**config.mk**
```make
export PLATFORM = sky130hd
export DESIGN_NAME = pfpu_csr_axil
export DESIGN_NICKNAME = d
export VERILOG_FILES = /design/src/hdl/pfpu_csr_pkg.sv /design/src/hdl/pfpu_pkg.sv /design/src/hdl/pfpu_csr_axil.sv
export SDC_FILE = /design/constraint.sdc
export NUM_CORES = 1
export LEC_CHECK = 0
export BUFFER_PORTS_ARGS = -buffer_cell sky130_fd_sc_hd__buf_2
export CELL_PAD_IN_SITES_DETAIL_PLACEMENT = 1
export CELL_PAD_IN_SITES_GLOBAL_PLACEMENT = 2
export CORE_ASPECT_RATIO = 1.4
export CORE_MARGIN = 4
export CORE_UTILIZATION = 22
export DETAILED_ROUTE_END_ITERATION = 8
export PLACE_DENSITY = 0.71
export SLEW_MARGIN = 30
export SYNTH_ARGS = -nofsm -noshare
export SYNTH_HDL_FRONTEND = slang
export SYNTH_SLANG_ARGS = --single-unit
export TNS_END_PERCENT = 1
```
**constraint.sdc**
```tcl
create_clock -name sys_clk -period 1.75 [get_ports sys_clk]
set_input_delay 0.35 -clock sys_clk [delete_from_list [all_inputs] [get_ports sys_clk]]
set_output_delay 0.35 -clock sys_clk [all_outputs]
set_load 0.03 [all_outputs]
```
**src/hdl/pfpu_csr_pkg.sv**
```systemverilog
// ----------------------------------------------------------------------
// vertex unit host map.
// AXI4-Lite addresses, control and status bit positions.
// ----------------------------------------------------------------------
package pfpu_csr_pkg;
	localparam int axil_aw = 12; // 4 KB of address space.

	localparam logic [axil_aw-1:0] addr_ctrl = 12'h000; // start and error clear.
	localparam logic [axil_aw-1:0] addr_status = 12'h004; // busy, done and stray bits.
	localparam logic [axil_aw-1:0] addr_r0 = 12'h008; // value seen at register 0.
	localparam logic [axil_aw-1:0] addr_r1 = 12'h00C; // value seen at register 1.
	localparam logic [axil_aw-1:0] addr_len = 12'h010; // number of instructions to run.
	localparam logic [axil_aw-1:0] reg_base = 12'h200; // register n at base plus 4 n.
	localparam logic [axil_aw-1:0] code_base = 12'h400; // same layout for code words.
	localparam int win_lsb = 9; // each window spans 512 bytes.

	localparam int ctrl_start = 0;
	localparam int ctrl_clr = 1;

	localparam int st_busy = 0;
	localparam int st_done = 1;
	localparam int st_stray = 2;

	localparam logic [1:0] resp_okay = 2'b00; // the only response this slave gives.
endpackage

```
**src/hdl/pfpu_pkg.sv**
```systemverilog
// ----------------------------------------------------------------------
// vertex unit core definitions.
// register and code sizes, instruction layout, opcodes and the
// sequencer states.
// ----------------------------------------------------------------------
package pfpu_pkg;
	localparam int data_w = 32; // all operations are 32-bit integer.
	localparam int reg_aw = 7; // 128 registers.
	localparam int code_aw = 7; // 128 instruction words.

	localparam logic [reg_aw-1:0] reg_r0 = reg_aw'(0); // reads the first host input.
	localparam logic [reg_aw-1:0] reg_r1 = reg_aw'(1); // reads the second host input.
	localparam logic [reg_aw-1:0] reg_flags = reg_aw'(2); // two flag bits live here.

	// instruction word fields, given as low bit positions.
	localparam int insn_op_lo = 28; // opcode in bits 31 to 28.
	localparam int insn_op_w = 4;
	localparam int insn_dest_lo = 14; // destination in bits 20 to 14.
	localparam int insn_a_lo = 7; // operand a address in bits 13 to 7.
	localparam int insn_b_lo = 0; // operand b address in bits 6 to 0.

	typedef enum logic [3:0] {
		op_nop = 4'h0, // writes nothing back.
		op_add = 4'h1,
		op_sub = 4'h2,
		op_mul = 4'h3, // low half of the product.
		op_and = 4'h4,
		op_or = 4'h5,
		op_xor = 4'h6,
		op_shl = 4'h7, // shift a by b[4:0].
		op_shr = 4'h8,
		op_sel = 4'h9 // a when flag 0 is set, else b.
	} pfpu_op_e;

	typedef enum logic [1:0] {seq_idle, seq_run, seq_drain} seq_state_e;
endpackage
```
**src/hdl/pfpu_csr_axil.sv**
```systemverilog
// ----------------------------------------------------------------------
// host port.
// AXI4-Lite slave for control, status, the input values and the
// register and code windows.
// ----------------------------------------------------------------------
module pfpu_csr_axil (
	input  logic sys_clk,
	input  logic rst,
	input  logic [pfpu_csr_pkg::axil_aw-1:0] awaddr,
	input  logic awvalid,
	output logic awready,
	input  logic [pfpu_pkg::data_w-1:0] wdata,
	input  logic [pfpu_pkg::data_w/8-1:0] wstrb,
	input  logic wvalid,
	output logic wready,
	output logic [1:0] bresp,
	output logic bvalid,
	input  logic bready,
	input  logic [pfpu_csr_pkg::axil_aw-1:0] araddr,
	input  logic arvalid,
	output logic arready,
	output logic [pfpu_pkg::data_w-1:0] rdata,
	output logic [1:0] rresp,
	output logic rvalid,
	input  logic rready,
	output logic c_en,
	output logic [pfpu_pkg::reg_aw-1:0] c_addr,
	output logic c_w_en,
	output logic [pfpu_pkg::data_w-1:0] c_di,
	input  logic [pfpu_pkg::data_w-1:0] c_do,
	output logic code_we,
	output logic [pfpu_pkg::code_aw-1:0] code_addr,
	output logic [pfpu_pkg::data_w-1:0] code_di,
	output logic start,
	output logic [pfpu_pkg::code_aw:0] prog_len,
	output logic [pfpu_pkg::data_w-1:0] r0_val,
	output logic [pfpu_pkg::data_w-1:0] r1_val,
	input  logic busy,
	input  logic done,
	input  logic err_stray
);
	import pfpu_pkg::*;
	import pfpu_csr_pkg::*;

	logic aw_hs, ar_hs, wr_go, rd_go, ctrl_wr;
	logic aw_reg_win, aw_code_win, ar_reg_win, ar_code_win;
	logic rd_pend; // register read waits one cycle for the RAM.
	logic stray;
	logic [data_w-1:0] rd_mux;

	function automatic logic in_win(input logic [axil_aw-1:0] addr,
			input logic [axil_aw-1:0] base);
		return addr[axil_aw-1:win_lsb] == base[axil_aw-1:win_lsb];
	endfunction

	assign aw_reg_win = in_win(awaddr, reg_base);
	assign aw_code_win = in_win(awaddr, code_base);
	assign ar_reg_win = in_win(araddr, reg_base);
	assign ar_code_win = in_win(araddr, code_base);

	// one transfer at a time; windows wait while a run owns the register file.
	assign wr_go = awvalid & wvalid & ~awready & ~bvalid & ~arready & ~rd_pend & ~rvalid
		& ~(busy & (aw_reg_win | aw_code_win));
	assign rd_go = arvalid & ~arready & ~rd_pend & ~rvalid & ~awready & ~bvalid & ~wr_go
		& ~(busy & (ar_reg_win | ar_code_win));
	assign aw_hs = awready & awvalid & wvalid;
	assign ar_hs = arready & arvalid;
	assign ctrl_wr = aw_hs & (awaddr == addr_ctrl);

	assign c_en = (aw_hs & aw_reg_win) | (ar_hs & ar_reg_win);
	assign c_w_en = aw_hs & aw_reg_win;
	assign c_addr = aw_hs ? awaddr[2 +: reg_aw] : araddr[2 +: reg_aw];
	assign c_di = wdata; // wstrb is not looked at, writes are whole words.
	assign code_we = aw_hs & aw_code_win;
	assign code_addr = awaddr[2 +: code_aw];
	assign code_di = wdata;
	assign start = ctrl_wr & wdata[ctrl_start];
	assign bresp = resp_okay;
	assign rresp = resp_okay;

	always_comb begin
		rd_mux = '0; // unmapped and write-only addresses read zero.
		case (araddr)
			addr_status: begin
				rd_mux[st_busy] = busy;
				rd_mux[st_done] = done;
				rd_mux[st_stray] = stray;
			end
			addr_r0: rd_mux = r0_val;
			addr_r1: rd_mux = r1_val;
			addr_len: rd_mux[code_aw:0] = prog_len;
			default: ;
		endcase
	end

	always_ff @(posedge sys_clk) begin
		if (rst) begin
			awready <= 1'b0;
			wready <= 1'b0;
			bvalid <= 1'b0;
			r0_val <= '0;
			r1_val <= '0;
			prog_len <= '0;
			stray <= 1'b0;
		end else begin
			awready <= wr_go; // a one-cycle ready pulse per accepted write.
			wready <= wr_go;
			if (aw_hs) begin
				bvalid <= 1'b1;
			end else if (bvalid && bready) begin
				bvalid <= 1'b0;
			end
			if (aw_hs) begin
				case (awaddr)
					addr_r0: r0_val <= wdata;
					addr_r1: r1_val <= wdata;
					addr_len: prog_len <= wdata[code_aw:0];
					default: ;
				endcase
			end
			if (err_stray) begin
				stray <= 1'b1; // a new stray write wins over a clear.
			end else if (ctrl_wr && wdata[ctrl_clr]) begin
				stray <= 1'b0;
			end
		end
	end

	always_ff @(posedge sys_clk) begin
		if (rst) begin
			arready <= 1'b0;
			rvalid <= 1'b0;
			rd_pend <= 1'b0;
		end else begin
			arready <= rd_go;
			rd_pend <= ar_hs & ar_reg_win;
			if ((ar_hs && !ar_reg_win) || rd_pend) begin
				rvalid <= 1'b1;
			end else if (rvalid && rready) begin
				rvalid <= 1'b0;
			end
		end
	end

	always_ff @(posedge sys_clk) begin
		if (ar_hs) begin
			rdata <= rd_mux;
		end else if (rd_pend) begin
			rdata <= c_do; // register data is ready one cycle after the address.
		end
	end
endmodule

```
==> results by group <==
Cells and area
  • Fillers: 3069
  • Final core occ: 29.9%
  • Layout Area Growth over Synthesis: 34.7%
  • Final Net Count: 948
  • Layout cells sized above 1: 43.1%

Status
  • Status: finished with violations
  • Failing checks: negative setup slack

Critical path
  • Crit path required time: 1.40 ns
  • Crit end category: primary output
  • Setup Crit Path Kind: reg -> out
  • CP arrival: 1.49 ns
  • Startpoint Class: flip-flop
  • Max FO, Critical Path: 4

Synthesis
  • Syn Inst Count: 628
  • Xor and xnor area share after synthesis: 0.467%
  • Synth area leader: dfxtp_1
  • Syn_area_per_cell: 8.95 um^2
  • Asr flop ratio synth: 0%
  • Synth top area share: 27.8%
  • Synth Area in Adders: 0%
  • Post-synth EDFFs: 32
  • Synth Warn #: 0
  • Synth Flop Type: dfxtp_1
  • Netlist cell types: 43
  • Count leader, synth: o21ai_0
  • Mux contribution to synthesized area: 7.28%
  • Synth top area cells: dfxtp_1, edfxtp_1, buf_4
  • Post-Synth Simple-Gate Area: 15.8%
  • Top post-synthesis cells by count: o21ai_0, buf_4, dfxtp_1
  • Seq/Total Area, Yosys: 44.9%
  • Largest family of logic cells by synthesized area: compound AO/OA/AOI/OAI gates
  • Compound-Gate Fraction of Synth Area: 17.1%
  • Synthesized area: 0.00562 mm^2
  • Seq cells post-synth: 110

Detailed routing
  • Routed length per instance: 19.3 um
  • Routed vias: 5455
  • Initial DRC count: 233
  • Post-route ant nets: 0
  • DRT Pass-1 Iters: 4
  • Final WL: 22600 um
  • Via density: 4.66
  • DRC viols: 0

STA
  • Fmax: 0.545 GHz
  • Clk_skew: 0.00754 ns
  • Final worst slack: -0.0855 ns
  • Post-route clock period utilization: 105%
  • Unrepaired setup endpoints after global routing: true
  • Final setup fails: 8
  • Final Hold Vio Count: 0
  • Post-route setup TNS: -0.249 ns
  • Fin crit period: 1.84 ns
  • Final max-slew violation count: 0

Global route
  • Grt ovf: 0
  • Vias in the first global route: 5764
  • First-pass GRT wire length: 33800 um
  • Largest net degree at the start of global routing: 85
  • Antenna violations before repair: 1
  • GRT Overall Usage: 15.5%

Power and ir drop
  • Pwr/cell area: 738 mW/mm^2
  • Seq pwr share: 47.6%
  • P_sw: 1.57 mW
  • Power Internal: 4.02 mW
  • Static Leakage: 3.31 nW
  • Worst vdd ir: 428 uV
  • Switch share: 28.0%
  • Logic pwr share: 15.7%
  • Clock network fraction of design power: 36.6%

Clock tree
  • Clock transition at path regs: 0.08 ns
  • TritonCTS Buffers: 9
  • H-Tree Level Count: 3
  • CTS Buffer Depth: 2
  • CTS root buf: clkbuf_16
  • Insertion delay to the later sink of the worst-skew pair: 0.36 ns
  • # clock sinks: 110
  • CTS tree: built

Floorplanning
  • # IOs: 297
  • Initial Utilization: 22.2%
  • DIE WIDTH: 143 um
  • Total die area: 0.0282 mm^2
  • Die Y-Extent: 197 um
  • Core footprint: 0.0253 mm^2
  • Row Count: 69

Place
  • HPWL Detailed: 16900 um
  • RD Place Congestion: 0.741
  • Port Buffers: 288

Worst hold path
  • Hold Path Class: in -> reg

Run
  • Number of max-cap violations: 0
[worst max-delay path: stages, from the launching register on]
cell and delay, ns:
dfxtp_4 0.37, nand3_4 0.10, and4b_2 0.31, and4b_1 0.21
buf_6 0.14
[layout by cell type, fill, tap and decap left out, types with 2 or more instances in the layout]
cell | Yosys | layout
nor2b_1 | 4 | 4
a22oi_1 | 3 | 3
nor4b_4 | 1 | 3
o22a_1 | 3 | 3
nor2_1 | 13 | 13
mux2i_1 | 33 | 33
buf_12 | 0 | 11
edfxtp_1 | 32 | 32
clkinv_1 | 0 | 2
nand2b_1 | 13 | 11
buf_6 | 2 | 12
and4b_2 | 0 | 2
buf_2 | 12 | 278
mux2_4 | 0 | 7
a21oi_1 | 72 | 72
nand2_1 | 36 | 35
nor3_1 | 4 | 4
conb_1 | 1 | 4
buf_4 | 80 | 29
o21ai_0 | 98 | 98
clkbuf_8 | 0 | 3
nand4b_1 | 9 | 9
nand3_1 | 65 | 64
clkbuf_16 | 0 | 9
o31ai_1 | 5 | 5
xnor2_1 | 2 | 2
dfxtp_1 | 78 | 77
inv_1 | 2 | 2
[cells by family after synthesis]
logic type | Yosys count
AO/OA/AOI/OAI | 184
XOR/XNOR | 3
buffers and inverters | 128
flip-flops | 110
multiplexers | 40
other | 1
AND/OR/NAND/NOR | 162
[state kept, by name, summed over array words and instances, names as in the netlist, 8 cells and up]
signal and flops:
rdata 32, prog_len 8, r1_val 32, r0_val 32
[cell type report]
cell class	instances	area [um^2]	area share, %
timing repair buffer	330	1960	25.9
multi-input combinational	393	2390	31.5
sequential	110	2530	33.4
clock buffer	12	267	3.52
inverter	2	7.51	0.0991
antenna	1	2.50	0.0330
tap	319	399	5.27
clock inverter	4	20.0	0.264
[path summary, 6_finish.rpt]
kind / from / endpoint / slack, ns / depth (start not counted)
min: bready / bvalid$_SDFFE_PP0P_ / 0.25 / 3
max reg2reg: wready$_SDFF_PP0_ / prog_len[7]$_SDFFE_PP0P_ / 0.23 / 7
max: wready$_SDFF_PP0_ / start / -0.09 / 4
min reg2reg: r1_val[21]$_SDFFE_PP0P_ / r1_val[21]$_SDFFE_PP0P_ / 0.49 / 2
[layer usage]
| layer | vias up | GRT usage, % | wire length [um] |
|---|---|---|---|
| met3 | 27 | 3.25 | 1310 |
| met5 | - | 0 | 0 |
| met4 | 0 | 5.21 | 517 |
| li1 | 2597 | - | - |
| met1 | 2648 | 17.7 | 8820 |
| met2 | 183 | 28.3 | 12000 |
[metrics by stage]
stage | std cells | hold WS (ns) | power [mW] | cell area, um^2 | worst slack (ns)
detailed placement | 1152 | 0.478 | 3.59 | 7150 | -0.160
floorplan | 631 | 0.453 | 3.30 | 5670 | -0.270
finish | 1171 | 0.251 | 5.59 | 7570 | -0.0855
global placement | 1152 | 0.470 | 3.57 | 7150 | -0.0620
global route | 1171 | 0.239 | 5.85 | 7570 | -0.165
CTS | 1170 | 0.228 | 5.70 | 7550 | -0.114
[power by group through the flow]
| stage | clock network (mW) | logic (mW) | registers, mW |
|---|---|---|---|
| finish | 2.05 | 0.879 | 2.66 |
| global route | 2.25 | 0.938 | 2.66 |
| CTS | 2.15 | 0.889 | 2.66 |
| detailed placement | 0 | 0.864 | 2.72 |
| global placement | 0 | 0.853 | 2.72 |
| floorplan | 0 | 0.533 | 2.77 |
[repair_timing]
action,CTS,global route
pin swaps,2,0
buffers inserted,2,0
hold buffers,0,0
gates resized for setup,30,3
endpoints found under the setup margin,11,10
Note: power is estimated with default switching activity, not from simulation.
